--- config.mk ---
export PLATFORM = sky130hd
export DESIGN_NAME = buzzer_top
export DESIGN_NICKNAME = d
export VERILOG_FILES = /design/src/common/buzzer_pkg.sv /design/src/hdl/bus_regs.sv /design/src/tone_gen/period_div.sv /design/src/tone_gen/tone_gen.sv /design/src/hdl/buzz_out.sv /design/src/hdl/buzzer_top.sv
export SDC_FILE = /design/constraint.sdc
export NUM_CORES = 1
export LEC_CHECK = 0
export BUFFER_PORTS_ARGS = -buffer_cell sky130_fd_sc_hd__clkbuf_2
export CAP_MARGIN = 0
export CORE_ASPECT_RATIO = 1.2
export CORE_MARGIN = 5
export CORE_UTILIZATION = 60
export DETAILED_ROUTE_END_ITERATION = 10
export PLACE_DENSITY = 0.78
export SYNTH_ARGS = -nofsm -noshare
export SYNTH_HDL_FRONTEND = slang
export SYNTH_HIERARCHICAL = 1
export SYNTH_SLANG_ARGS = --single-unit
--- constraint.sdc ---
create_clock -name clk -period 4.35 [get_ports clk]
set_input_delay 1.305 -clock clk [delete_from_list [all_inputs] [get_ports clk]]
set_output_delay 1.305 -clock clk [all_outputs]
set_load 0.05 [all_outputs]
--- src/common/buzzer_pkg.sv ---
package buzzer_pkg;

    // Bus data word.
    typedef logic [31:0] word_t;

    // Register word index, taken from addr[3:2] on the CPU side.
    typedef logic [1:0] reg_idx_t;

    // Frequencies in hertz, durations in cycles and half-period counts.
    typedef logic [31:0] count_t;

    // Number of notes that played to the end; wraps.
    typedef logic [15:0] note_cnt_t;

    // System clock rate in hertz.
    localparam count_t clk_hz = 32'd50_000_000;

    // Register map, word addressed.
    localparam reg_idx_t reg_ctrl = 2'd0;
    localparam reg_idx_t reg_freq = 2'd1;
    localparam reg_idx_t reg_dur  = 2'd2;
    localparam reg_idx_t reg_stat = 2'd3;

    // Cycles from a divider start to its done pulse.
    // One load cycle plus one cycle per quotient bit.
    localparam int div_cycles = 33;

    // A note as handed from the register block to the tone generator.
    typedef struct packed {
        count_t freq;
        count_t dur;
    } note_cmd_t;

    // Single-cycle strobes from the tone generator.
    // toggle flips the pin, finish ends a full note, abort marks a rejected note.
    typedef struct packed {
        logic toggle;
        logic finish;
        logic abort;
    } tone_evt_t;

    // Note FSM states.
    typedef enum logic [1:0] {
        st_idle,
        st_div,
        st_run,
        st_reject
    } tone_state_t;

endpackage

--- src/hdl/bus_regs.sv ---
`timescale 1ns/1ps

module bus_regs (
    input  logic                  clk,
    input  logic                  rst_n,
    input  logic                  bus_stb,
    input  logic                  we,
    input  buzzer_pkg::reg_idx_t  addr,
    input  buzzer_pkg::word_t     wdata,
    input  buzzer_pkg::tone_evt_t evt,
    input  logic                  cmd_ready,
    input  buzzer_pkg::note_cnt_t note_count,
    output buzzer_pkg::word_t     rdata,
    output buzzer_pkg::note_cmd_t cmd,
    output logic                  cmd_valid,
    output logic                  stop
);

    logic               en_q;
    logic               busy_q;
    logic               err_q;
    buzzer_pkg::count_t freq_q;
    buzzer_pkg::count_t dur_q;
    logic               wr;
    logic               frozen;

    assign wr = bus_stb && we;

    // A note is requested while enable is set and nothing is playing.
    assign cmd_valid = en_q && !busy_q;

    // Note parameters are locked from request until the note is over.
    assign frozen = cmd_valid || busy_q;

    // CPU clearing enable on a live note.
    assign stop = wr && (addr == buzzer_pkg::reg_ctrl) && !wdata[0] && en_q;

    assign cmd.freq = freq_q;
    assign cmd.dur  = dur_q;

    always_ff @(posedge clk or negedge rst_n) begin
        if (!rst_n) begin
            en_q   <= 1'b0;
            busy_q <= 1'b0;
            err_q  <= 1'b0;
            freq_q <= '0;
            dur_q  <= '0;
        end else begin
            if (cmd_valid && cmd_ready) begin
                busy_q <= 1'b1;
            end
            if (evt.finish || evt.abort) begin
                en_q   <= 1'b0;
                busy_q <= 1'b0;
            end
            if (stop) begin
                busy_q <= 1'b0;
            end
            if (wr) begin
                case (addr)
                    buzzer_pkg::reg_ctrl: en_q <= wdata[0];
                    buzzer_pkg::reg_freq: if (!frozen) freq_q <= wdata;
                    buzzer_pkg::reg_dur:  if (!frozen) dur_q <= wdata;
                    buzzer_pkg::reg_stat: err_q <= 1'b0;
                    default: ;
                endcase
            end
            // A reject in the same cycle as a stat write still leaves the error visible.
            if (evt.abort) begin
                err_q <= 1'b1;
            end
        end
    end

    always_comb begin
        case (addr)
            buzzer_pkg::reg_ctrl: rdata = {31'b0, en_q};
            buzzer_pkg::reg_freq: rdata = freq_q;
            buzzer_pkg::reg_dur:  rdata = dur_q;
            default:              rdata = {note_count, 14'b0, err_q, busy_q};
        endcase
    end

    // A waiting command must not change under the tone generator.
    assert property (@(posedge clk) disable iff (!rst_n)
        cmd_valid && !cmd_ready |=> $stable(cmd))
        else $error("bus_regs: note command changed while waiting for ready");

endmodule

--- src/tone_gen/period_div.sv ---
`timescale 1ns/1ps

module period_div (
    input  logic               clk,
    input  logic               rst_n,
    input  logic               start,
    input  buzzer_pkg::count_t divisor,
    output buzzer_pkg::count_t quotient,
    output logic               done
);

    localparam int iter_last = buzzer_pkg::div_cycles - 2;

    buzzer_pkg::count_t dsr_q;
    buzzer_pkg::count_t rem_q;
    buzzer_pkg::count_t dq_q;
    logic [5:0]         iter_q;
    logic               busy_q;
    logic [32:0]        trial;

    // dq_q shifts the dividend out at the top and the quotient bits in at the bottom.
    assign trial = {rem_q, dq_q[31]} - {1'b0, dsr_q};

    // Division by zero reports quotient 0 so the note is rejected.
    assign quotient = (dsr_q == '0) ? '0 : dq_q;

    always_ff @(posedge clk or negedge rst_n) begin
        if (!rst_n) begin
            busy_q <= 1'b0;
            done   <= 1'b0;
            iter_q <= '0;
        end else begin
            done <= 1'b0;
            if (start) begin
                busy_q <= 1'b1;
                iter_q <= '0;
            end else if (busy_q) begin
                iter_q <= iter_q + 6'd1;
                if (iter_q == 6'(iter_last)) begin
                    busy_q <= 1'b0;
                    done   <= 1'b1;
                end
            end
        end
    end

    always_ff @(posedge clk) begin
        if (start) begin
            dsr_q <= divisor;
            rem_q <= '0;
            dq_q  <= buzzer_pkg::clk_hz;
        end else if (busy_q) begin
            // Restore on a negative trial, keep the difference otherwise.
            if (trial[32]) begin
                rem_q <= {rem_q[30:0], dq_q[31]};
            end else begin
                rem_q <= trial[31:0];
            end
            dq_q <= {dq_q[30:0], ~trial[32]};
        end
    end

    // The tone FSM relies on a fixed divide latency.
    assert property (@(posedge clk) disable iff (!rst_n)
        start |-> ##(buzzer_pkg::div_cycles) done)
        else $error("period_div: done did not follow start by the divide latency");

endmodule

--- src/tone_gen/tone_gen.sv ---
`timescale 1ns/1ps

module tone_gen (
    input  logic                  clk,
    input  logic                  rst_n,
    input  buzzer_pkg::note_cmd_t cmd,
    input  logic                  cmd_valid,
    input  logic                  stop,
    output logic                  cmd_ready,
    output buzzer_pkg::tone_evt_t evt
);

    buzzer_pkg::tone_state_t state_q;
    buzzer_pkg::count_t      dur_q;
    buzzer_pkg::count_t      half_q;
    buzzer_pkg::count_t      period_q;
    buzzer_pkg::count_t      quotient;
    logic                    stop_pend_q;
    logic                    div_done;
    logic                    accept;
    logic                    div_go;

    assign cmd_ready = (state_q == buzzer_pkg::st_idle) && !stop;
    assign accept    = cmd_valid && cmd_ready;

    period_div i_div (
        .clk      (clk),
        .rst_n    (rst_n),
        .start    (accept),
        .divisor  (cmd.freq),
        .quotient (quotient),
        .done     (div_done)
    );

    // The divide result is used only if the note was not stopped meanwhile.
    assign div_go = div_done && !stop_pend_q && !stop;

    assign evt.toggle = (state_q == buzzer_pkg::st_run) && (half_q == 32'd1);
    assign evt.abort  = (state_q == buzzer_pkg::st_reject);
    assign evt.finish = ((state_q == buzzer_pkg::st_run) && (dur_q == 32'd1)) ||
                        ((state_q == buzzer_pkg::st_div) && div_go &&
                         (quotient != '0) && (dur_q == '0));

    always_ff @(posedge clk or negedge rst_n) begin
        if (!rst_n) begin
            state_q     <= buzzer_pkg::st_idle;
            dur_q       <= '0;
            half_q      <= '0;
            period_q    <= '0;
            stop_pend_q <= 1'b0;
        end else begin
            case (state_q)
                buzzer_pkg::st_idle: begin
                    stop_pend_q <= 1'b0;
                    if (accept) begin
                        dur_q   <= cmd.dur;
                        state_q <= buzzer_pkg::st_div;
                    end
                end
                buzzer_pkg::st_div: begin
                    // The divider cannot be cut short, so a stop waits for done.
                    if (stop) begin
                        stop_pend_q <= 1'b1;
                    end
                    if (div_done) begin
                        if (!div_go) begin
                            state_q <= buzzer_pkg::st_idle;
                        end else if (quotient == '0) begin
                            state_q <= buzzer_pkg::st_reject;
                        end else if (dur_q == '0) begin
                            state_q <= buzzer_pkg::st_idle;
                        end else begin
                            half_q   <= quotient;
                            period_q <= quotient;
                            state_q  <= buzzer_pkg::st_run;
                        end
                    end
                end
                buzzer_pkg::st_run: begin
                    dur_q <= dur_q - 32'd1;
                    if (half_q == 32'd1) begin
                        half_q <= period_q;
                    end else begin
                        half_q <= half_q - 32'd1;
                    end
                    if (stop || (dur_q == 32'd1)) begin
                        state_q <= buzzer_pkg::st_idle;
                    end
                end
                default: begin
                    state_q <= buzzer_pkg::st_idle;
                end
            endcase
        end
    end

endmodule

--- src/hdl/buzz_out.sv ---
`timescale 1ns/1ps

module buzz_out (
    input  logic                  clk,
    input  logic                  rst_n,
    input  buzzer_pkg::tone_evt_t evt,
    input  logic                  stop,
    output logic                  buzz,
    output logic                  note_done,
    output buzzer_pkg::note_cnt_t note_count
);

    // The pin always rests low between notes.
    always_ff @(posedge clk or negedge rst_n) begin
        if (!rst_n) begin
            buzz <= 1'b0;
        end else if (evt.finish || stop) begin
            buzz <= 1'b0;
        end else if (evt.toggle) begin
            buzz <= ~buzz;
        end
    end

    // Only notes that ran their full duration are reported and counted.
    always_ff @(posedge clk or negedge rst_n) begin
        if (!rst_n) begin
            note_done  <= 1'b0;
            note_count <= '0;
        end else begin
            note_done <= evt.finish;
            if (evt.finish) begin
                note_count <= note_count + 16'd1;
            end
        end
    end

endmodule

--- src/hdl/buzzer_top.sv ---
`timescale 1ns/1ps

module buzzer_top (
    input  logic                 clk,
    input  logic                 rst_n,
    input  logic                 bus_stb,
    input  logic                 we,
    input  buzzer_pkg::reg_idx_t addr,
    input  buzzer_pkg::word_t    wdata,
    output buzzer_pkg::word_t    rdata,
    output logic                 buzz,
    output logic                 note_done
);

    buzzer_pkg::note_cmd_t cmd;
    logic                  cmd_valid;
    logic                  cmd_ready;
    logic                  stop;
    buzzer_pkg::tone_evt_t evt;
    buzzer_pkg::note_cnt_t note_count;

    bus_regs i_regs (
        .clk        (clk),
        .rst_n      (rst_n),
        .bus_stb    (bus_stb),
        .we         (we),
        .addr       (addr),
        .wdata      (wdata),
        .evt        (evt),
        .cmd_ready  (cmd_ready),
        .note_count (note_count),
        .rdata      (rdata),
        .cmd        (cmd),
        .cmd_valid  (cmd_valid),
        .stop       (stop)
    );

    tone_gen i_tone (
        .clk       (clk),
        .rst_n     (rst_n),
        .cmd       (cmd),
        .cmd_valid (cmd_valid),
        .stop      (stop),
        .cmd_ready (cmd_ready),
        .evt       (evt)
    );

    buzz_out i_out (
        .clk        (clk),
        .rst_n      (rst_n),
        .evt        (evt),
        .stop       (stop),
        .buzz       (buzz),
        .note_done  (note_done),
        .note_count (note_count)
    );

endmodule

* Word level (Yosys, flattened, before mapping)
Index checks and enable logic that the tools add are counted.
** Word-level totals
- Bits in latches :: 0
- Output and inout port bits :: 34
- Memory bits (read-only) :: 0
- Word-level logic and storage cells :: 129
- RAM bits :: 0
- Flip-flop bits (word level) :: 288
- Memories kept :: 0
- Bits of input ports :: 38
** Cells by class
- Add/subtract/negate cells :: 5
- Shifts and indexed selects :: 0
- Multiplexer cells :: 39
- Magnitude comparators :: 0
- Bitwise logic cells :: 5
- Divide/modulo/power cells :: 0
- Multipliers :: 0
- Reductions and logical operators :: 45
- Equal/unequal tests :: 16
** Operators with widths (count)
- 32-bit two-way mux :: 8
- 32-bit one-hot mux with 2 select lines :: 2
- 32-bit logical NOT :: 3
- 32-bit one-hot mux with 3 select lines :: 1
- 32-bit by 1-bit equality test with 1-bit output, second input constant :: 2
- 32-bit by 1-bit subtractor with 32-bit output, second input constant :: 2
- 33-bit by 32-bit subtractor with 33-bit output :: 1
- 32-bit nonzero test :: 1
- 1-bit two-way mux :: 18
- 16-bit by 1-bit adder with 16-bit output, second input constant :: 1
- 1-bit logical AND :: 14
- 2-bit nonzero test :: 7
- 2-bit two-way mux :: 6
- 6-bit two-way mux :: 2
- 5-bit AND reduction :: 2
- 3-bit AND reduction :: 3
- 2-bit equality test, second input constant :: 4
- 2-bit != test, second input constant :: 4
- 6-bit by 1-bit adder with 6-bit output, second input constant :: 1
- 6-bit by 5-bit equality test with 1-bit output, second input constant :: 1
- 2-bit by 1-bit != test with 1-bit output, second input constant :: 3
- 2-bit one-hot mux with 3 select lines :: 1
- 2-bit AND reduction :: 3
- 1-bit logical OR :: 5
- other kinds (6) :: 15

* Logic depth before layout (Yosys ltp)
Gate-level depths: netlist of the first run.
- Word-level depth :: 14
- Depth in mapped cells :: 14
- Depth with buffers taken out :: 13

* Modules after synthesis
Netlist of the first run, hierarchy kept.
** By module, submodules not included
- period_div :: cells each 665, area an instance 6013.3 um2, times used 1
- tone_gen :: cells each 596, area an instance 5744.3 um2, times used 1
- bus_regs :: cells each 211, area an instance 3062.9 um2, times used 1
- buzz_out :: cells each 59, area an instance 780.7 um2, times used 1

* Worst setup path before layout of the first run
OpenSTA, ideal clock, no wires.
- Path type :: input to register
- Start point :: in addr[1]
- End point :: reg i_tone.i_div.rem_q[26]
- Stages :: 9
- Library setup time :: 0.151 ns
- Data arrival time :: 4.355 ns
- Data required time :: 4.199 ns
- Slack :: -0.156 ns
- Cells stage by stage :: buf_1 -> nor4_1 -> nor3_1 -> nand2_1 -> clkinv_1 -> clkbuf_1 -> clkbuf_1 -> clkbuf_1 -> a311oi_1
** Between the ends
- Word-level cells in the longest chain between the ends :: 7
** RTL lines
- start, declared :: RTL line buzzer_top.sv:8 : input buzzer_pkg::reg_idx_t addr,
- 2-bit logical NOT :: RTL line bus_regs.sv:36 : assign stop = wr && (addr == buzzer_pkg::reg_ctrl) && !wdata[0] && en_q;
- 1-bit logical AND (3 in a row) :: RTL line bus_regs.sv:36
- named net stop :: RTL line buzzer_top.sv:18 : logic stop;
- 1-bit logical NOT :: RTL line tone_gen.sv:23 : assign cmd_ready = (state_q == buzzer_pkg::st_idle) && !stop;
- 1-bit logical AND :: RTL line tone_gen.sv:23
- named net cmd_ready :: RTL line buzzer_top.sv:17 : logic cmd_ready;
- 1-bit logical AND :: RTL line tone_gen.sv:24 : assign accept = cmd_valid && cmd_ready;
- named net i_tone.accept :: RTL line tone_gen.sv:20 : logic accept;
- end signal, assigned :: RTL line period_div.sv:55 : rem_q <= {rem_q[30:0], dq_q[31]};
- end signal, assigned :: RTL line period_div.sv:57 : rem_q <= trial[31:0];
- end, declared :: RTL line period_div.sv:15 : buzzer_pkg::count_t rem_q;
The timed path passes the listed nets, and every way through them passes these cells.
A chain may end at the register's enable or synchronous reset.

* Worst setup path in the final report of the first run
- Start point :: in addr[1]
- End point :: out rdata[10]
** Between the ends
- Word-level cells in the longest chain between the ends :: 2
- Elaborated cells on any way between the ends :: 4
- Those cells by class :: eq/ne: 2; mux: 1; reduce/logical: 1
** RTL lines
- 2-bit equality test, or another cell as far along :: RTL line bus_regs.sv:76 : case (addr)
- 32-bit one-hot mux with 3 select lines (*) :: RTL line bus_regs.sv:76
- end, declared :: RTL line buzzer_top.sv:10 : output buzzer_pkg::word_t rdata,
Every way passes the cells marked *; elsewhere a longest branch is shown, timed or not.

==> impl_results.md, run 1 <==
- Status: complete, no violations
- Hold path depth: 0
- CP most frequent cell: clkbuf_2
- Number of buffers added for setup after CTS: 0
- # Max-Cap Violations: 0
- Initial Utilization: 61.1%
- Most frequent cell after synthesis: dfrtp_1
- Req. time, crit path: 3.04 ns
- Clk root buf: clkbuf_16
- IO buf count: 71
- Drt first pass iters: 5
- FF-to-FF path depth: 13
- Area occupied by multi-input gates: 0.00801 sq mm
- Post-route ant nets: 0
- Total number of vias: 12229
- CP max-delay cell: and2b_1
- Row cnt: 64
- Clock sink total: 288
- Crit end category: output port
- Post-Synthesis Cells: 1531
- Post-synthesis average cell area: 10.2 sq um
- Global-route wire length before repair: 65500 um
- Sequential Area: 0.00705 sq mm
- Final WL: 39500 um
- Worst-Margin Slew: 0.914 ns
- Hold Fails Final Rpt: 0
- Power Total: 0.0127 W
- Leak: 7.64 nW
- Tcrit/Tclk final: 93.9%
- Setup Skew: 0.0146 ns
- Final nets: 1657
- Register area share after synthesis: 45.2%
- Antenna diode count: 0
- Clk Latency, worst-skew pair: 0.56 ns
- Slew Limit Fails: 0
- HP Class: reg2reg
- Fmax: 0.245 GHz
- Number of global-route vias before repair: 12383
- Hold-fix buffers at CTS: 0
- Vert. Die Dim: 187 um
- Warnings from Yosys: 6
- CTS tree: done
- Synthesized Nets: 1608
- Routability cong.: 0.918
- Worst vdd ir: 0.000415 V
- Area Overhead vs Synth: 11.2%
- TNS Setup: 0 ns
- Prevailing post-synth register cell: dfrtp_1
- # setup viols final: 0
- Synth async-reset ratio: 66.7%
- WL/cell: 20.4 um
- Core area: 0.0255 sq mm
- Post-CTS Resized: 0
- Die area: 0.0293 sq mm
- Power Dens Cells: 733 mW/mm^2
- Area leader, netlist: dfrtp_1
- Max H-tree Level: 1
- Die X: 157 um
- Setup CP Type: in2out
- RSZ-0062 raised after global routing: false
- Post-synthesis cell area: 0.0156 sq mm
- Initial antenna violation count: 0
- Final hold slack: 0.484 ns
- Synth area leaders: dfrtp_1 (31%), dfxtp_1 (8.2%), edfxtp_1 (6.2%), mux2_2 (5.9%), mux2i_1 (4.0%)
- Dpl hpwl: 27900 um
- Yosys reg bits: 288
- Crit path DAT: 2.78 ns
- Number of synthesized flops with an enable pin: 32
- Largest net degree at the start of global routing: 90
- Number of library cell types mapped by synthesis: 89
- Crit path launch type: primary input
- Top-level I/O count: 72
- Clk buf depth: 3
- Area share of the largest cell type after synthesis: 30.8%
- Fill cell count: 1922
- Max incr delay on CP: 0.69 ns
- Crit path cell chain: clkbuf_2 -> and2b_1 -> a22o_1 -> clkbuf_2
- Min Tclk post-route: 4.09 ns
- Layout cells sized above 1: 17.9%
- Vias per cell: 6.32
- Drc violations: 0
- CTS buffer count: 30
- Slew HR: 38.9%
- List of most frequent post-synthesis cells: dfrtp_1 (192), nand2_1 (135), nor2_1 (134)
- Total GRT Usage: 27.1%
- First DRT Iteration DRCs: 956
- Clock transition at path regs: 0.06 ns
- Crit Path Max Fanout: 15
- Grt total ovfl: 0
power by group:
part | internal, W | switching (W) | leakage, nW
registers | 0.00382 | 0.00121 | 3.24
clock network | 0.00147 | 0.00106 | 0.476
logic | 0.00232 | 0.00284 | 3.92
total | 0.00761 | 0.00511 | 7.64
stage by stage:
stage	area [sq um]	setup slack, ns	utilization, %	instances
after floorplan	15600	0.340	-	1531
after global placement	16400	0.383	64.1	1878
after detailed placement	16400	0.319	64.1	1878
after CTS	17300	0.285	67.9	1934
after global routing	17300	0.204	67.9	1934
final	17300	0.264	67.9	1934
worst paths after layout:
check / startpoint / slack, ns / endpoint
hold / removal: i_regs/freq_q[13] / 0.48 / i_tone/i_div/dsr_q[13]
min in group asynchronous: rst_n / 0.82 / i_regs/freq_q[15]
max in group asynchronous: rst_n / 2.62 / i_out/note_count[1]
setup / recovery: addr[1] / 0.26 / rdata[10]
setup reg to reg: i_tone/i_div/dsr_q[12] / 0.62 / i_out/note_count[7]
hold reg to reg: i_regs/freq_q[13] / 0.48 / i_tone/i_div/dsr_q[13]
kinds of logic after synthesis:
kind of cell / synth area share [%]
adders and majority gates: 3.18
and+or+nand+nor: 17.1
muxes: 12.4
xor gates and xnor gates: 3.81
DFF: 45.2
AOI/OAI and AO/OA: 14.7
buffers and inverters: 3.71
registers in the layout (all words and copies together) (netlist names):
name	count
i_tone/i_div/done	1
i_tone/state_q	2
i_tone/dur_q	32
i_tone/i_div/iter_q	6
i_out/buzz	1
i_out/note_done	1
i_tone/i_div/busy_q	1
i_tone/i_div/dsr_q	32
i_tone/stop_pend_q	1
i_regs/dur_q	32
i_tone/half_q	32
i_regs/busy_q	1
i_out/note_count	16
i_tone/i_div/dq_q	32
i_tone/period_q	32
i_regs/en_q	1
i_tone/i_div/rem_q	32
i_regs/freq_q	32
i_regs/err_q	1
per-layer routing:
layer	vias to the layer above	GRT usage, %	share of wire [%]
met2	419	44.1	49
met4	0	7.55	2.7
met5	-	0	0
li1	5711	-	-
met3	75	3.45	5.8
met1	6024	38.3	42
area by class of cell:
| class | instances | area share (%) |
|---|---|---|
| well taps | 330 | 2.38 |
| multi-input cells | 1107 | 46.2 |
| repair buffers | 102 | 4.00 |
| flip-flops and latches | 288 | 40.7 |
| clock inverters | 13 | 0.556 |
| inverters | 51 | 1.12 |
| clock buffers | 43 | 5.09 |
placed cells by master (no fill, tap or decap), types with 21 or more instances in the layout:
cell type  count
dfxtp_1       64
nand2_1      135
nor4_1        33
nand3_1       29
nor2b_1       42
clkbuf_2      66
ha_1          38
nand4_1       28
dfrtp_1      191
mux2i_1       62
a211oi_1      21
nor2_1       133
mux2_2        82
a21oi_1       64
xor2_1        24
o21ai_0       50
edfxtp_1      32
mux2_1        32
inv_1         49
nor3_1        36
clkbuf_16     33
a22o_1        32
xnor2_1       41
buf_4         28
worst max-delay path: cells and delay by family:
family / cells / cell delay, ns
simple gates: 1 / 0.69
buf+inv: 2 / 0.54
compound gates: 1 / 0.24
Note: power is estimated with default switching activity, not from simulation.
==> inputs of run 2 (changes only) <==
CORE_MARGIN = not set   (was 5)
==> run 2 against run 1 <==
Flip-flop and latch count unchanged. Total power up 1.7%. Via count grew 0.77%. Setup slack better by 0.15 ns. Final cell count shrank 0.31%. Critical endpoint is now rdata[24]. Highest routed layer unchanged.
==> impl_results.md, run 2 (synthesis results as in run 1) <==
- Fmax: 0.254 GHz (+3.9%)
- TNS Setup: 0 ns (unchanged)
- Dpl hpwl: 27800 um (-0.24%)
- Final setup margin: 0.417 ns (+0.153 ns)
- CP Capture Point: rdata[24]
- Reg2Reg Setup Slack: 0.60 ns (-0.02 ns)
- Worst vdd ir: 0.000441 V (+6.2%)
- Status: complete, no violations
- FF-to-FF path depth: 12 (-1)
- Power Dens Cells: 742 mW/mm^2 (+1.3%)
- Global-route wire length before repair: 63000 um (-3.8%)
- Hold-fix buffers at CTS: 0 (unchanged)
- Row cnt: 64 (unchanged)
- Sequential power share: 39.1% (-0.5 points)
- Max H-tree Level: 1 (unchanged)
- Leak: 7.65 nW (+0.22%)
- RSZ-0062 raised after global routing: false
- Layout cells sized above 1: 17.7% (-0.17 points)
- WL/cell: 20.4 um (-0.11%)
- Crit path launch type: primary input
- Number of buffers added for setup after CTS: 0 (unchanged)
- Die area: 0.0267 sq mm (-9.2%)
- Worst-Margin Slew: 0.985 ns (+0.0708 ns)
- Crit end category: output port
- Setup CP Type: in2out
- Tcrit/Tclk final: 90.4% (-3.5 points)
- CP Launch Point: addr[1]
- Final WL: 39300 um (-0.42%)
- Final nets: 1652 (-0.30%)
- # setup viols final: 0 (unchanged)
- Vert. Die Dim: 179 um (-4.3%)
- CTS buffer count: 29 (-3.3%)
- Slew Limit Fails: 0 (unchanged)
- Post-route ant nets: 0 (unchanged)
- Critical R2R Launch: i_tone/i_div/dsr_q[19]
- # Max-Cap Violations: 0 (unchanged)
- Area Overhead vs Synth: 11.6%
- Hold Fails Final Rpt: 0 (unchanged)
- Dpl ws: 0.435 ns (+0.117 ns)
- Total GRT Usage: 30.0% (+2.9 points)
- Total number of vias: 12323 (+0.77%)
- Setup Skew: 0.0109 ns (-0.00364 ns)
- Crit path DAT: 2.63 ns (-0.15 ns)
- Req. time, crit path: 3.04 ns (about the same)
- Routability cong.: 0.936 (+2.0%)
- Post-CTS Resized: 0 (unchanged)
- Dpl cell area: 0.0164 sq mm (+0.11%)
- Die X: 149 um (-5.1%)
- Clock Power Share: 20.9% (+1.0 points)
- HP Class: reg2reg
- Comb power frac: 40.0% (-0.6 points)
- Clk buf depth: 3 (unchanged)
- Switching power: 0.00512 W (+0.21%)
- Pint: 0.00781 W (+2.7%)
- Initial Utilization: 61.1% (unchanged)
- Drt first pass iters: 6 (+1)
- Switching share of power: 39.6% (-0.58 points)
- Clock transition at path regs: 0.06 ns (about the same)
- Top-level I/O count: 72 (unchanged)
- Number of global-route vias before repair: 11995 (-3.1%)
- Most frequent cells in the layout: dfrtp_1 (191), nand2_1 (135), nor2_1 (133)
- Largest net degree at the start of global routing: 95 (+5.6%)
- Core area: 0.0255 sq mm (unchanged)
- First DRT Iteration DRCs: 1010 (+5.6%)
- Clock sink total: 288 (unchanged)
- Grt total ovfl: 0 (unchanged)
- Clk root buf: clkbuf_16
- Design Area, Final: 0.0174 sq mm (+0.39%)
- Vias per cell: 6.39 (+1.1%)
- Min Tclk post-route: 3.93 ns (-0.153 ns)
- Crit Path Max Fanout: 13 (-2)
- Drc violations: 0 (unchanged)
- Worst reg2reg endpoint: i_regs/en_q
- Leading cell type in the layout, fill and taps excluded: dfrtp_1
- IO buf count: 71 (unchanged)
- CTS tree: done
- Clk Latency, worst-skew pair: 0.55 ns (about the same)
- Slew HR: 33.7% (-5.1 points)
- Initial antenna violation count: 1 (+1)
==> run 2: final cells by class <==
type	instances	area [sq um]
repair buffers	98	712
clock inverters	13	220
multi-input cells	1107	8010
well taps	330	413
inverters	51	194
clock buffers	40	807
fillers	1896	8130
diodes	1	2.50
flip-flops and latches	288	7050
==> run 2: worst min-delay path by stage <==
| stage | from | endpoint | slack (ns) | cells after the start |
|---|---|---|---|---|
| floorplan | i_tone/dur_q[31] | i_tone/dur_q[31] | 0.44 | 1 |
| global placement | i_tone/dur_q[31] | i_tone/dur_q[31] | 0.46 | 1 |
| detailed placement | i_regs/freq_q[11] | i_tone/i_div/dsr_q[11] | 0.47 | 0 |
| CTS | i_regs/freq_q[11] | i_tone/i_div/dsr_q[11] | 0.49 | 0 |
| global route | i_regs/freq_q[11] | i_tone/i_div/dsr_q[11] | 0.51 | 0 |
| finish | i_regs/freq_q[11] | i_tone/i_div/dsr_q[11] | 0.49 | 0 |
==> run 2: layer usage <==
| metal | up-vias | part of all wire [%] | GRT usage, % |
|---|---|---|---|
| li1 | 5699 | - | - |
| met1 | 6093 | 42 | 39.4 |
| met2 | 431 | 48 | 50.1 |
| met3 | 100 | 5.4 | 3.86 |
| met4 | 0 | 4.0 | 12.3 |
| met5 | - | 0 | 0 |
==> run 2: critical path, cell delays in order <==
cell,delay [ns]
clkbuf_2,0.26
buf_4,0.27
mux2_2,0.36
a22o_1,0.19
clkbuf_2,0.24
==> run 2: per-stage QoR <==
stage / std cells / hold WS (ns) / utilization [%] / power, W
after floorplan: 1531 / 0.437 / - / 0.00869
after global placement: 1874 / 0.461 / 64.1 / 0.00993
after detailed placement: 1874 / 0.474 / 64.1 / 0.0101
after CTS: 1927 / 0.488 / 68.1 / 0.0129
after global routing: 1928 / 0.508 / 68.2 / 0.0137
final: 1928 / 0.491 / 68.2 / 0.0129
==> run 2: power groups by stage <==
| stage | clock network (W) | logic, W | registers [W] |
|---|---|---|---|
| 2_1_floorplan | 0 | 0.00423 | 0.00447 |
| 5_1_grt | 0.00283 | 0.00568 | 0.00517 |
| 4_1_cts | 0.00273 | 0.00515 | 0.00501 |
| 3_3_place_gp | 0 | 0.00493 | 0.00500 |
| 6_report | 0.00270 | 0.00517 | 0.00505 |
| 3_5_place_dp | 0 | 0.00510 | 0.00504 |
